## src/rtl/rewrite_mgr_pkg.sv

```systemverilog
package rewrite_mgr_pkg;

    // ========================================
    // Sizes
    // ========================================
    localparam int BUF_WORDS  = 1024;                   // Payload buffer depth in words
    localparam int BUF_ADR_W  = $clog2(BUF_WORDS);
    localparam int WORD_BYTES = 4;                      // Bytes per payload buffer word
    localparam int REQ_BYTES  = 8;                      // Peer IP word, then rewrite address word

    // ========================================
    // Types
    // ========================================
    typedef logic [7:0]           flow_id_t;
    typedef logic [11:0]          payload_ptr_t;        // Byte pointer, wraps at 4096
    typedef logic [31:0]          ip_addr_t;
    typedef logic [31:0]          buf_word_t;
    typedef logic [BUF_ADR_W-1:0] buf_adr_t;            // Word index into the payload buffer

    // Request fetch FSM
    typedef enum logic [1:0] {
        FETCH_IDLE,
        FETCH_RD0,                                      // Reading the peer IP word
        FETCH_RD1,                                      // Reading the rewrite address word
        FETCH_PUSH
    } fetch_state_t;

    // Table update FSM
    typedef enum logic [1:0] {
        UPD_IDLE,
        UPD_RX_WR,
        UPD_TX_WR,
        UPD_PTR_WR
    } update_state_t;

endpackage
```

## src/rtl/rewrite_req_fetch.sv

```systemverilog
`timescale 1ns/100ps

module rewrite_req_fetch (
     input  logic                           clk
    ,input  logic                           rst

    // Notification slave
    ,input  logic                           notif_cyc
    ,input  logic                           notif_stb
    ,input  logic                           notif_we
    ,input  rewrite_mgr_pkg::flow_id_t      notif_flowid
    ,input  rewrite_mgr_pkg::payload_ptr_t  notif_head_ptr
    ,output logic                           notif_ack

    // Payload buffer read master
    ,output logic                           rd_cyc
    ,output logic                           rd_stb
    ,output rewrite_mgr_pkg::buf_adr_t      rd_adr
    ,input  rewrite_mgr_pkg::buf_word_t     rd_dat
    ,input  logic                           rd_ack

    // Request master towards the update block
    ,output logic                           req_cyc
    ,output logic                           req_stb
    ,output rewrite_mgr_pkg::flow_id_t      req_flowid
    ,output rewrite_mgr_pkg::payload_ptr_t  req_head_ptr
    ,output rewrite_mgr_pkg::ip_addr_t      req_their_ip
    ,output rewrite_mgr_pkg::ip_addr_t      req_rewrite_addr
    ,input  logic                           req_ack
);

    rewrite_mgr_pkg::fetch_state_t  state;
    rewrite_mgr_pkg::flow_id_t      flowid_r;
    rewrite_mgr_pkg::payload_ptr_t  head_ptr_r;
    rewrite_mgr_pkg::payload_ptr_t  word1_ptr;
    rewrite_mgr_pkg::ip_addr_t      their_ip_r;
    rewrite_mgr_pkg::ip_addr_t      rewrite_addr_r;
    logic                           rd_stb_r;
    logic                           notif_req;

    assign notif_req = notif_cyc && notif_stb && notif_we && !notif_ack;

    // Second request word, wraps with the byte pointer
    assign word1_ptr = head_ptr_r
                     + rewrite_mgr_pkg::payload_ptr_t'(rewrite_mgr_pkg::WORD_BYTES);

    // ========================================
    // Control
    // ========================================
    always_ff @(posedge clk) begin
        if (rst) begin
            state     <= rewrite_mgr_pkg::FETCH_IDLE;
            notif_ack <= 1'b0;
            rd_stb_r  <= 1'b0;
        end else begin
            notif_ack <= 1'b0;
            case (state)
                rewrite_mgr_pkg::FETCH_IDLE: begin
                    if (notif_req) begin
                        notif_ack <= 1'b1;
                        rd_stb_r  <= 1'b1;
                        state     <= rewrite_mgr_pkg::FETCH_RD0;
                    end
                end
                rewrite_mgr_pkg::FETCH_RD0: begin
                    if (rd_ack) begin
                        rd_stb_r <= 1'b0;               // Drop stb after ack
                        state    <= rewrite_mgr_pkg::FETCH_RD1;
                    end
                end
                rewrite_mgr_pkg::FETCH_RD1: begin
                    if (rd_ack) begin
                        rd_stb_r <= 1'b0;
                        state    <= rewrite_mgr_pkg::FETCH_PUSH;
                    end else if (!rd_stb_r) begin
                        rd_stb_r <= 1'b1;               // Start second read
                    end
                end
                rewrite_mgr_pkg::FETCH_PUSH: begin
                    if (req_ack) begin
                        state <= rewrite_mgr_pkg::FETCH_IDLE;
                    end
                end
                default: begin
                    state <= rewrite_mgr_pkg::FETCH_IDLE;
                end
            endcase
        end
    end

    // ========================================
    // Request registers
    // ========================================
    always_ff @(posedge clk) begin
        if (state == rewrite_mgr_pkg::FETCH_IDLE && notif_req) begin
            flowid_r   <= notif_flowid;
            head_ptr_r <= notif_head_ptr;
        end
        if (state == rewrite_mgr_pkg::FETCH_RD0 && rd_ack) begin
            their_ip_r <= rd_dat;
        end
        if (state == rewrite_mgr_pkg::FETCH_RD1 && rd_ack) begin
            rewrite_addr_r <= rd_dat;
        end
    end

    assign rd_cyc = rd_stb_r;
    assign rd_stb = rd_stb_r;
    assign rd_adr = (state == rewrite_mgr_pkg::FETCH_RD1) ? word1_ptr[11:2]
                                                          : head_ptr_r[11:2];

    assign req_cyc          = (state == rewrite_mgr_pkg::FETCH_PUSH);
    assign req_stb          = (state == rewrite_mgr_pkg::FETCH_PUSH);
    assign req_flowid       = flowid_r;
    assign req_head_ptr     = head_ptr_r;
    assign req_their_ip     = their_ip_r;
    assign req_rewrite_addr = rewrite_addr_r;

    // Back-pressure from the update block holds the request
    req_stb_held: assert property (
        @(posedge clk) disable iff (rst) (req_stb && !req_ack) |=> req_stb);

endmodule

```

## config.mk

```make
export PLATFORM = sky130hd
export DESIGN_NAME = rewrite_req_fetch
export DESIGN_NICKNAME = d
export VERILOG_FILES = /design/src/rtl/rewrite_mgr_pkg.sv /design/src/rtl/rewrite_req_fetch.sv
export SDC_FILE = /design/constraint.sdc
export NUM_CORES = 1
export LEC_CHECK = 0
export BUFFER_PORTS_ARGS = -buffer_cell sky130_fd_sc_hd__buf_2
export CORE_MARGIN = 4
export CORE_UTILIZATION = 40
export CTS_BUF_LIST = sky130_fd_sc_hd__clkbuf_8
export DETAILED_ROUTE_END_ITERATION = 12
export GPL_ROUTABILITY_DRIVEN = 1
export PLACE_DENSITY = 0.74
export SLEW_MARGIN = 20
export SYNTH_ARGS = -nofsm -noshare
export SYNTH_HDL_FRONTEND = slang
export SYNTH_SLANG_ARGS = --single-unit
```

## constraint.sdc

```tcl
create_clock -name clk -period 5.36 [get_ports clk]
set_input_delay 0.536 -clock clk [delete_from_list [all_inputs] [get_ports clk]]
set_output_delay 0.536 -clock clk [all_outputs]
set_load 0.02 [all_outputs]
```

# Word-level counts from Yosys, hierarchy flattened
# Cells that the tools add are included.
# word_totals
output_inout_bits	99
input_bits	59
ff_bits	88
word_cells	39
# op_classes
bitwise_logic	1
reduce_logical	12
addsub	1
n_mux	11
n_eq_ne	7
# op_table
cell	n
$add A12 B3 Y12 const B	1
$mux W10	1
$mux W2	4
$pmux W2 S4	1
$logic_and A1 B1 Y1	6
$ne A2 B2 Y1 const B	3
$eq A2 B2 Y1 const B	2
$mux W1	4
$reduce_and A4 Y1	1
$pmux W1 S3	1
$reduce_and A3 Y1	1
$reduce_bool A3 Y1	1
$eq A2 B1 Y1 const B	1
$logic_not A2 Y1	1
$ne A2 B1 Y1 const B	1
$reduce_or A2 Y1	1
$logic_not A1 Y1	1
$not A1 Y1	1

# Longest topological paths before layout
# logic_depth
word_depth	5
mapped_depth	6
depth_no_buf	5

# Worst setup path before layout
# OpenSTA, ideal clock, no wires.
# synth_timing
path_type	flip-flop to output port
start	register state[0]
end	output port rd_adr[9]
slack_ps	3366
arrival_ps	1458
path_buffers	1
path_stages_with_launch	7
cell_sequence	dfxtp_1 -> inv_1 -> ha_1 -> buf_6 -> nand3_1 -> nor4_2 -> xor2_1
# synth_via
elab_chain_cells	2
# synth_rtl
item	line_no	text
start, declared	rewrite_req_fetch.sv:32	rewrite_mgr_pkg::fetch_state_t state;
start signal, assigned	rewrite_req_fetch.sv:52	state <= rewrite_mgr_pkg::FETCH_IDLE;
start signal, assigned	rewrite_req_fetch.sv:62	state <= rewrite_mgr_pkg::FETCH_RD0;
start signal, assigned	rewrite_req_fetch.sv:68	state <= rewrite_mgr_pkg::FETCH_RD1;
$eq A2 B2 Y1	rewrite_req_fetch.sv:109	assign rd_adr = (state == rewrite_mgr_pkg::FETCH_RD1) ? word1_ptr[11:2]
$mux W10	rewrite_req_fetch.sv:109	
end, declared	rewrite_req_fetch.sv:18	,output rewrite_mgr_pkg::buf_adr_t rd_adr
# No other way between the ends.

# Worst setup path in the final report
# Same ends and word-level chain as after synthesis.

==> impl_metrics.py <==
metrics = {
    "cts": {
        "h-tree-depth": 3,
        "clockBufferDepth": 2,
        "cts_setup_buffers": 0,
        "cts.sinks": 88,
        "cts_hold_buf": 0,
        "ctsResizeCount": 0,
        "cts_tree": "yes",
        "path_clk_slew_ns": 0.10,
        "clockRootBuffer": "clkbuf_8",
        "cts_buffers": 9,
        "clkLatencyLatePin_ns": 0.34,
    },
    "synth": {
        "synthArstFlopShare_pct": 0,
        "syn_area_per_cell_sq_um": 21.10,
        "synth_common_cells": "edfxtp_1, ha_1, xnor2_1",
        "ys_types": 27,
        "synth.most_common_cell": "edfxtp_1",
        "synth_area_sq_um": 3059,
        "synth_nets": 211,
        "syn_inst": 145,
        "synth-seq-cells": 88,
        "ys_seq_area_share_pct": 85.07,
        "synth_area_leaders": "edfxtp_1, ha_1, dfxtp_1",
        "synth_area_leader_cell": "edfxtp_1",
        "ys.flop_type": "edfxtp_1",
        "synth_top_area_share_pct": 82.45,
        "ys_warn_count": 0,
        "synth_edf_count": 84,
    },
    "place": {
        "portBuffers": 157,
        "dpl_cell_area_sq_um": 3953,
        "dp_hpwl_um": 4954,
        "dp_cells": 399,
        "gp_congestion": 0.7259,
    },
    "timing": {
        "slew_viol_final": 0,
        "slew-limit-headroom_pct": 33.49,
        "finalHoldViolCount": 0,
        "rsz0062_at_grt": "no",
        "finalSetupViolations": 0,
        "period_needed_ns": 2.621,
        "tightestPinTransition_ns": 0.9966,
        "period_share_pct": 48.89,
        "fmax_mhz": 381.6,
        "finalSetupTns_ns": 0,
        "skew_ns": 0.01629,
        "whs_ns": 0.3564,
    },
    "global_routing": {
        "antenna_found_initial": 1,
        "grt_overflow": 0,
        "grt_pass1_vias": 1896,
        "grt_start_max_net_pins": 34,
        "grt_pass1_wl_um": 9556,
        "grt_use_total_pct": 14.26,
    },
    "worst_hold_path": {
        "whs_path_depth": 1,
        "min_from": "notif_head_ptr[3]",
        "min_path_type": "in -> reg",
        "holdPathEnd": "req_head_ptr[3]$_DFFE_PP_",
    },
    "final_layout": {
        "finalNonFillerCells": 415,
        "antennaDiodeCount": 0,
        "final_area_sq_um": 4187,
        "area_growth_pct": 36.85,
        "layout.nets": 377,
        "layout.area.seq_sq_um": 2603,
        "fill_cells": 615,
        "drive_gt1_share_pct": 57.28,
        "multi_input_area_sq_um": 414.1,
    },
    "critical_path": {
        "crit_required_ns": 4.82,
        "r2r-start": "state[0]$_SDFFE_PP0P_",
        "critPathCaptureType": "primary output",
        "rrSetupSlack_ns": 3.37,
        "criticalPathCategory": "reg -> out",
        "startpoint_type": "flip-flop",
        "crit_arrival_ns": 2.08,
        "r2r_cells": 3,
        "r2r-end": "req_rewrite_addr[11]$_DFFE_PP_",
        "cp_max_fo": 10,
    },
    "floorplanning": {
        "coreArea_sq_um": 7331,
        "placementRows": 31,
        "dieArea_sq_um": 9111,
        "fp.dieW_um": 95.45,
        "ios": 158,
        "start_util_pct": 41.73,
        "fp.dieH_um": 95.45,
    },
    "power": {
        "cellPowerDensity_nw_per_um2": 404.1,
        "p_leak_nw": 1.732,
        "max-vdd-ir-drop_mv": 0.2309,
    },
    "route": {
        "drt_iter0_drc": 41,
        "drc": 0,
        "avgViaCountPerCell": 4.511,
        "detail-route-antenna-nets": 0,
        "wl_um": 6574,
        "via_count": 1872,
        "drt_first_pass_iters": 4,
        "wl_per_cell_um": 15.84,
    },
    "run_status": {
        "status": "completed",
    },
    "run": {
        "cap_violations": 0,
    },
}
area by class of cell:
class / count / share of cell area [%]
Sequential cell: 88 / 62.16
Timing Repair Buffer: 158 / 18.95
Multi-Input combinational cell: 49 / 9.892
Clock buffer: 9 / 2.959
Tap cell: 99 / 2.959
Clock inverter: 7 / 2.630
Inverter: 5 / 0.4483
state kept, by name (all words and copies together), names as in the netlist:
name,cells
rd_cyc,1
req_head_ptr,12
req_flowid,8
state,2
req_their_ip,32
notif_ack,1
req_rewrite_addr,32
where the power goes:
group / internal, mW / leakage, nW / switching [mW]
sequential: 0.842 / 0.796 / 0.0274
combinational: 0.102 / 0.822 / 0.205
clock: 0.271 / 0.114 / 0.244
total: 1.22 / 1.73 / 0.477
layer usage:
metal	GRT usage [%]	up-vias	share of wire [%]
li1	-	887	-
met1	16.54	859	38
met2	24.08	118	49
met3	5.367	6	12
met4	5.332	2	0.94
met5	0	-	0.27
critical path, cell delays in order (launching register included):
cell and delay (ns):
dfxtp_1 0.36, inv_1 0.12, ha_1 0.39, nand3_1 0.17
nor4_2 0.33, xor2_1 0.17, buf_2 0.19
through the flow:
stage | worst slack (ns) | util [%] | total power [mW]
after global routing | 2.543 | 57.11 | 1.774
final | 2.739 | 57.11 | 1.692
after CTS | 2.679 | 57.11 | 1.715
after detailed placement | 3.090 | 53.92 | 1.199
after global placement | 3.152 | 53.92 | 1.191
after floorplan | 3.366 | - | 1.079
worst max-delay path by stage:
stage	start	cells past startpoint	endpoint
final	state[0]$_SDFFE_PP0P_	6	rd_adr[9]
after floorplan	state[0]$_SDFFE_PP0P_	6	rd_adr[9]
after detailed placement	state[0]$_SDFFE_PP0P_	6	rd_adr[9]
after global placement	state[0]$_SDFFE_PP0P_	6	rd_adr[9]
after CTS	state[0]$_SDFFE_PP0P_	6	rd_adr[9]
after global routing	state[0]$_SDFFE_PP0P_	6	rd_adr[9]
cells by family (layout without fill, tap and decap cells):
family	count (synthesis)	in the layout	share of synthesized area (%)
DFF	88	88	85.07
muxes	3	3	1.022
AOI/OAI and AO/OA	6	6	1.677
buffers and inverters	8	179	1.472
and+or+nand+nor	24	24	5.317
xor gates and xnor gates	9	9	2.577
adders and majority gates	7	7	2.863
layout by cell type, fill, tap and decap left out:
master      netlist  routed
o21ba_1           1       1
edfxtp_1         84      84
nand3_1           2       2
clkbuf_8          0       9
a21oi_1           2       2
inv_6             0       3
clkinvlp_4        0       1
and2_1            1       1
ha_1              7       7
xor2_1            3       3
mux2_2            1       1
o2bb2ai_1         1       1
o21bai_1          1       1
mux2i_1           2       2
nand2b_1          3       3
nor2_1            2       1
bufinv_16         0       2
and3_2            1       1
nor2_2            0       1
inv_1             5       5
dfxtp_1           4       4
or2b_1            2       2
nand2_1           2       2
nand4b_4          1       1
nor4_2            1       1
buf_4             2       1
nand4_1           5       5
a221oi_2          1       1
xnor2_1           6       6
buf_2             0     157
and2_2            1       1
clkinv_8          0       1
nor3_1            3       3
Note: power is estimated with default switching activity, not from simulation.
