**src/rtl/rewrite_mgr_pkg.sv**
```systemverilog
package rewrite_mgr_pkg;

    // ========================================
    // Sizes
    // ========================================
    localparam int BUF_WORDS  = 1024;                   // Payload buffer depth in words
    localparam int BUF_ADR_W  = $clog2(BUF_WORDS);
    localparam int WORD_BYTES = 4;                      // Bytes per payload buffer word
    localparam int REQ_BYTES  = 8;                      // Peer IP word, then rewrite address word

    // ========================================
    // Types
    // ========================================
    typedef logic [7:0]           flow_id_t;
    typedef logic [11:0]          payload_ptr_t;        // Byte pointer, wraps at 4096
    typedef logic [31:0]          ip_addr_t;
    typedef logic [31:0]          buf_word_t;
    typedef logic [BUF_ADR_W-1:0] buf_adr_t;            // Word index into the payload buffer

    // Request fetch FSM
    typedef enum logic [1:0] {
        FETCH_IDLE,
        FETCH_RD0,                                      // Reading the peer IP word
        FETCH_RD1,                                      // Reading the rewrite address word
        FETCH_PUSH
    } fetch_state_t;

    // Table update FSM
    typedef enum logic [1:0] {
        UPD_IDLE,
        UPD_RX_WR,
        UPD_TX_WR,
        UPD_PTR_WR
    } update_state_t;

endpackage
```
**src/rtl/rewrite_table_update.sv**
```systemverilog
`timescale 1ns/100ps

module rewrite_table_update (
     input  logic                           clk
    ,input  logic                           rst

    // Request slave from the fetch block
    ,input  logic                           req_cyc
    ,input  logic                           req_stb
    ,input  rewrite_mgr_pkg::flow_id_t      req_flowid
    ,input  rewrite_mgr_pkg::payload_ptr_t  req_head_ptr
    ,input  rewrite_mgr_pkg::ip_addr_t      req_their_ip
    ,input  rewrite_mgr_pkg::ip_addr_t      req_rewrite_addr
    ,output logic                           req_ack

    // RX rewrite table master
    ,output logic                           rx_tbl_cyc
    ,output logic                           rx_tbl_stb
    ,output logic                           rx_tbl_we
    ,output rewrite_mgr_pkg::ip_addr_t      rx_tbl_key
    ,output rewrite_mgr_pkg::ip_addr_t      rx_tbl_val
    ,input  logic                           rx_tbl_ack

    // TX rewrite table master
    ,output logic                           tx_tbl_cyc
    ,output logic                           tx_tbl_stb
    ,output logic                           tx_tbl_we
    ,output rewrite_mgr_pkg::ip_addr_t      tx_tbl_key
    ,output rewrite_mgr_pkg::ip_addr_t      tx_tbl_val
    ,input  logic                           tx_tbl_ack

    // TCP receive pointer master
    ,output logic                           ptr_cyc
    ,output logic                           ptr_stb
    ,output logic                           ptr_we
    ,output rewrite_mgr_pkg::flow_id_t      ptr_flowid
    ,output rewrite_mgr_pkg::payload_ptr_t  ptr_head_ptr
    ,input  logic                           ptr_ack
);

    rewrite_mgr_pkg::update_state_t state;
    rewrite_mgr_pkg::flow_id_t      flowid_r;
    rewrite_mgr_pkg::payload_ptr_t  head_ptr_r;
    rewrite_mgr_pkg::ip_addr_t      their_ip_r;
    rewrite_mgr_pkg::ip_addr_t      rewrite_addr_r;
    logic                           req_in;

    assign req_in = req_cyc && req_stb && !req_ack;

    // ========================================
    // Control
    // ========================================
    always_ff @(posedge clk) begin
        if (rst) begin
            state   <= rewrite_mgr_pkg::UPD_IDLE;
            req_ack <= 1'b0;
        end else begin
            req_ack <= 1'b0;
            case (state)
                rewrite_mgr_pkg::UPD_IDLE: begin
                    if (req_in) begin
                        req_ack <= 1'b1;
                        state   <= rewrite_mgr_pkg::UPD_RX_WR;
                    end
                end
                rewrite_mgr_pkg::UPD_RX_WR: begin
                    if (rx_tbl_ack) begin
                        state <= rewrite_mgr_pkg::UPD_TX_WR;
                    end
                end
                rewrite_mgr_pkg::UPD_TX_WR: begin
                    if (tx_tbl_ack) begin
                        state <= rewrite_mgr_pkg::UPD_PTR_WR;
                    end
                end
                rewrite_mgr_pkg::UPD_PTR_WR: begin
                    if (ptr_ack) begin
                        state <= rewrite_mgr_pkg::UPD_IDLE;
                    end
                end
                default: begin
                    state <= rewrite_mgr_pkg::UPD_IDLE;
                end
            endcase
        end
    end

    always_ff @(posedge clk) begin
        if (state == rewrite_mgr_pkg::UPD_IDLE && req_in) begin
            flowid_r       <= req_flowid;
            head_ptr_r     <= req_head_ptr;
            their_ip_r     <= req_their_ip;
            rewrite_addr_r <= req_rewrite_addr;
        end
    end

    // ========================================
    // Table and pointer writes
    // ========================================
    assign rx_tbl_cyc = (state == rewrite_mgr_pkg::UPD_RX_WR);
    assign rx_tbl_stb = (state == rewrite_mgr_pkg::UPD_RX_WR);
    assign rx_tbl_we  = (state == rewrite_mgr_pkg::UPD_RX_WR);
    assign rx_tbl_key = their_ip_r;
    assign rx_tbl_val = rewrite_addr_r;

    // TX path sees the old address, so the pair is swapped
    assign tx_tbl_cyc = (state == rewrite_mgr_pkg::UPD_TX_WR);
    assign tx_tbl_stb = (state == rewrite_mgr_pkg::UPD_TX_WR);
    assign tx_tbl_we  = (state == rewrite_mgr_pkg::UPD_TX_WR);
    assign tx_tbl_key = rewrite_addr_r;
    assign tx_tbl_val = their_ip_r;

    assign ptr_cyc      = (state == rewrite_mgr_pkg::UPD_PTR_WR);
    assign ptr_stb      = (state == rewrite_mgr_pkg::UPD_PTR_WR);
    assign ptr_we       = (state == rewrite_mgr_pkg::UPD_PTR_WR);
    assign ptr_flowid   = flowid_r;
    assign ptr_head_ptr = head_ptr_r                // Skip past the request
                        + rewrite_mgr_pkg::payload_ptr_t'(rewrite_mgr_pkg::REQ_BYTES);

    // The three writes of one request never overlap
    one_master_stb: assert property (
        @(posedge clk) disable iff (rst) $onehot0({rx_tbl_stb, tx_tbl_stb, ptr_stb}));

endmodule

```
**config.mk**
```make
export PLATFORM = sky130hd
export DESIGN_NAME = rewrite_table_update
export DESIGN_NICKNAME = d
export VERILOG_FILES = /design/src/rtl/rewrite_mgr_pkg.sv /design/src/rtl/rewrite_table_update.sv
export SDC_FILE = /design/constraint.sdc
export NUM_CORES = 1
export LEC_CHECK = 0
export BUFFER_PORTS_ARGS = -buffer_cell sky130_fd_sc_hd__buf_4
export CAP_MARGIN = 20
export CORE_MARGIN = 3
export CORE_UTILIZATION = 30
export DETAILED_ROUTE_END_ITERATION = 8
export GPL_ROUTABILITY_DRIVEN = 0
export PLACE_DENSITY = 0.61
export SYNTH_ARGS = -nofsm -noshare
export SYNTH_HDL_FRONTEND = slang
export SYNTH_SLANG_ARGS = --single-unit
```
**constraint.sdc**
```tcl
create_clock -name clk -period 5.6 [get_ports clk]
set_input_delay 0.56 -clock clk [delete_from_list [all_inputs] [get_ports clk]]
set_output_delay 0.56 -clock clk [all_outputs]
set_load 0.005 [all_outputs]
```
Yosys cells after proc, flatten, opt, wreduce, memory -nomap -nowiden
Cells that the tools add are included.
{"block": "totals", "regBits": 87, "in_bits": 91, "output_inout_bits": 158, "wordCells": 28}
{"block": "classes", "add_sub_neg": 1, "eq_ne": 7, "muxes": 6, "n_bitwise": 1, "n_reduce_logical": 7}
{"op": "$add 12x4->12 const B", "n": 1}
{"op": "$mux 2", "n": 4}
{"op": "$pmux 2 s4", "n": 1}
{"op": "$ne 2x1->1 const B", "n": 3}
{"op": "$eq 2x2->1 const B", "n": 2}
{"op": "$reduce_and 4->1", "n": 1}
{"op": "$logic_and 1x1->1", "n": 3}
{"op": "$eq 2x1->1 const B", "n": 1}
{"op": "$logic_not 2->1", "n": 1}
{"op": "$ne 2x2->1 const B", "n": 1}
{"op": "$reduce_or 2->1", "n": 1}
{"op": "$logic_not 1->1", "n": 1}
{"op": "$mux 1", "n": 1}
{"op": "$not 1->1", "n": 1}

Depth between registers and ports, before layout
{"block": "depth", "ltp_word": 4, "mapped_depth": 5, "ltp_nobuf": 5}

Worst setup path after synthesis
No wires, ideal clock.
{"block": "synth_path", "path_type": "register -> register", "start": "register state[0]", "end": "register head_ptr_r[0], enable pin", "setup_time_ps": 527, "arrival_ps": 4193, "required_time_ps": 5073, "slack_ps": 880, "stages_incl_launch_ff": 5, "n_path_buf": 0, "synth_period_minus_slack_ps": 4720, "cell_sequence": "dfxtp_1 -> inv_1 -> ha_1 -> inv_1 -> nor2_1"}
{"block": "synth_between", "elab_chain_cells": 2}
{"element": "start: declaration", "line": "rewrite_table_update.sv:41", "rtl": "rewrite_mgr_pkg::update_state_t state;"}
{"element": "start signal: assignment", "line": "rewrite_table_update.sv:55", "rtl": "state <= rewrite_mgr_pkg::UPD_IDLE;"}
{"element": "start signal: assignment", "line": "rewrite_table_update.sv:63", "rtl": "state <= rewrite_mgr_pkg::UPD_RX_WR;"}
{"element": "start signal: assignment", "line": "rewrite_table_update.sv:68", "rtl": "state <= rewrite_mgr_pkg::UPD_TX_WR;"}
{"element": "$logic_not 2->1", "line": "rewrite_table_update.sv:89", "rtl": "if (state == rewrite_mgr_pkg::UPD_IDLE && req_in) begin"}
{"element": "$logic_and 1x1->1", "line": "rewrite_table_update.sv:89"}
{"element": "end signal: assignment", "line": "rewrite_table_update.sv:91", "rtl": "head_ptr_r <= req_head_ptr;"}
{"element": "end: declaration", "line": "rewrite_table_update.sv:43", "rtl": "rewrite_mgr_pkg::payload_ptr_t head_ptr_r;"}
Every way passes these cells.
A chain may end at the register's enable or synchronous reset.

Worst setup path after layout
{"block": "layout_path", "start": "register state[0]", "end": "register rewrite_addr_r[12] (netlist: rx_tbl_val[12]), enable pin"}
{"block": "layout_between", "elab_chain_cells": 2}
{"element": "$logic_not 2->1", "line": "rewrite_table_update.sv:89"}
{"element": "$logic_and 1x1->1", "line": "rewrite_table_update.sv:89"}
{"element": "end signal: assignment", "line": "rewrite_table_update.sv:93", "rtl": "rewrite_addr_r <= req_rewrite_addr;"}
{"element": "end: declaration", "line": "rewrite_table_update.sv:45", "rtl": "rewrite_mgr_pkg::ip_addr_t rewrite_addr_r;"}
Every way passes these cells.

==> impl_metrics.tcl <==
set metrics [dict create \
    status "finished clean" \
    leakagePower_uw 0.00229 \
    chipHeight_microns 113 \
    setup_viol 0 \
    relSlewSlack_pct 62.8 \
    synthArstFlopShare_pct 0 \
    clockRootBuffer "clkbuf_16" \
    power_density_mw_per_mm2 353 \
    initial_core_util_pct 31.3 \
    vias 2168 \
    holdCritStartpoint "req_their_ip[18]" \
    layout-drive-gt1-share_pct 67.9 \
    hold_viol 0 \
    drtPass1Iterations 4 \
    avgSynthCellArea_sq_um 17.3 \
    drc 0 \
    end_kind "flip-flop" \
    path_class "flip-flop to flip-flop" \
    switching_share_pct 24.7 \
    min_to "rx_tbl_key[18]$_DFFE_PP_" \
    yosysSeqAreaShare_pct 74.8 \
    cts_buffer_depth 2 \
    r2r_start "state[0]$_SDFFE_PP0P_" \
    post-route-min-period_ns 2.20 \
    netlist_top_cells_count "edfxtp_1 (84), buf_4 (73), ha_1 (6)" \
    power_frac_clock_pct 28.4 \
    synth_edf_count 84 \
    clkTransAtPathRegs_ns 0.06 \
    critPathMaxFanout 44 \
    grt_max_degree 45 \
    cp_data_arrival_time_ns 2.16 \
    startpoint_type "flip-flop" \
    gr-total-overflow 0 \
    numCtsBuffers 9 \
    rows 38 \
    pre_cts_ws_ns 2.90 \
    syn_area_sq_mm 0.00345 \
    worstReg2RegEnd "rx_tbl_val[12]$_DFFE_PP_" \
    yosys-top-cells-area "edfxtp_1 (73%), buf_4 (16%), ha_1 (2.2%)" \
    numPortBuffers 248 \
    use_met1_pct 12.9 \
    fin_worst_skew_ns 0.00727 \
    yosysTopAreaCellShare_pct 73.0 \
    netlist-cell-type-count 20 \
    cts_hold_buf 0 \
    grt_antenna_before_repair 0 \
    pwr-share-comb_pct 23.7 \
    htree_levels 3 \
    dieWidth_microns 113 \
    synth-main-ff-cell "edfxtp_1" \
    finalNonFillerCells 533 \
    maxSlewViolCount 0 \
    drtIter0Drc 78 \
    grt_pass1_wl_microns 11500 \
    rsz0062_at_grt "false" \
    post_cts_buffers 0 \
    tritoncts "done" \
    synth_top_cell_by_area "edfxtp_1" \
    r2r_slack_ns 3.40 \
    ys_seq_elements 87 \
    top_usage_layer "met2" \
    detailed_place_hpwl_microns 6510 \
    finalCritPeriodShare_pct 39.2 \
    required_ns 5.57 \
    yosysMostFrequentCell "edfxtp_1" \
    hold_path.class "input pin to flip-flop" \
    syn_inst 200 \
    ant_nets 0 \
    clk_latency_ns 0.33 \
    cts_sinks 87 \
    whs_path_depth 1 \
    synth_warnings 0 \
    area_growth_pct 51.8 \
    met2_usage_pct 21.4 \
    dp.cells 516 \
    use_met3_pct 4.17 \
    rr_worst_depth 6 \
    core_area_sq_mm 0.0110 \
    grt.total_usage_pct 11.8 \
    p_sw_uw 457 \
    vias_per_cell 4.07 \
    syn-num-nets 297 \
    timing.setup.tns_ns 0 \
    wirelength_microns 8180 \
    cts_resized 0 \
    io_pins 249 \
    max_freq_ghz 0.455 \
    setup_ws_ns 3.40 \
    peakVddDrop_uv 170 \
    first_global_vias 2128 \
    tightest_slew_ns 0.558 \
    drv_cap 0 \
    die-area_sq_mm 0.0128 \
    post_drt_wl_per_cell_microns 15.3 \
    fin_nets 485 \
    power_frac_seq_pct 47.9 \
    p_int_uw 1390 \
    antennaDiodeCount 0 \
]
worst max path at each step:
stage | start | end | slack (ns) | cells after the start
2_1_floorplan | state[0]$_SDFFE_PP0P_ | head_ptr_r[0]$_DFFE_PP_ | 0.88 | 4
3_3_place_gp | req_stb | rx_tbl_val[12]$_DFFE_PP_ | 2.92 | 4
3_5_place_dp | state[0]$_SDFFE_PP0P_ | rx_tbl_key[0]$_DFFE_PP_ | 2.90 | 5
4_1_cts | state[0]$_SDFFE_PP0P_ | rx_tbl_key[1]$_DFFE_PP_ | 2.85 | 5
5_1_grt | state[0]$_SDFFE_PP0P_ | rx_tbl_key[1]$_DFFE_PP_ | 3.27 | 6
6_report | state[0]$_SDFFE_PP0P_ | rx_tbl_val[12]$_DFFE_PP_ | 3.40 | 6
through the flow:
step	hold WS, ns	utilization [%]	instance area [sq um]	power [uW]
after floorplan	0.481	-	3450	1120
after global placement	0.496	45.0	4960	1330
after detailed placement	0.519	45.0	4960	1340
after CTS	0.388	47.4	5220	1880
after global routing	0.383	47.5	5240	1950
final	0.404	47.5	5240	1850
layout make-up:
class | instances | area, sq um
well taps | 140 | 175
flip-flops and latches | 87 | 2580
fillers | 991 | 5790
repair buffers | 250 | 1890
clock inverters | 7 | 40.0
clock buffers | 9 | 225
inverters | 4 | 15.0
multi-input cells | 36 | 317
sequential cells by signal, indices dropped and copies added (netlist names):
signal      count
state           2
ptr_flowid      8
rx_tbl_key     32
req_ack         1
rx_tbl_val     32
head_ptr_r     12
logic make-up after synthesis:
kind of cell / after synthesis / share of synthesized area [%]
AOI/OAI and AO/OA: 2 / 1.01
xor gates and xnor gates: 7 / 1.77
adders and majority gates: 6 / 2.17
buffers and inverters: 77 / 16.3
DFF: 87 / 74.8
muxes: 2 / 0.580
and+or+nand+nor: 19 / 3.40
worst max-delay path, cell delays in order, from the launching register on:
cell and delay, ns:
dfxtp_1 0.35, inv_1 0.11, ha_1 0.22, inv_1 0.10, nor2_4 0.25, buf_12 0.25, buf_4 0.50
power groups by stage:
stage	combinational, uW	clock, uW	sequential, uW
2_1_floorplan	214	0	906
3_3_place_gp	437	0	896
3_5_place_dp	440	0	901
4_1_cts	442	546	889
5_1_grt	474	577	897
6_report	439	525	885
per-layer routing:
metal	vias up	share of wire, %
met5	-	0
met4	0	1.2
met3	8	8.9
met2	117	54
met1	1035	36
li1	1008	-
placed cells by master (no fill, tap or decap):
cell type and n:
a2111oi_4 1, and2b_4 1, and3_1 1, buf_12 1, buf_4 249, clkbuf_16 9
clkinv_1 3, clkinv_2 1, clkinv_4 1, clkinvlp_4 2, dfxtp_1 3, edfxtp_1 84
ha_1 6, inv_1 4, mux2i_1 2, nand2_1 1, nand2b_1 3, nand3_1 4
nand3b_4 1, nand4_1 1, nor2_1 3, nor2_4 1, nor2b_1 2, nor3_1 1
o21bai_1 1, xnor2_1 3, xor2_1 4
No activity file was read; power rests on OpenSTA's default activity.
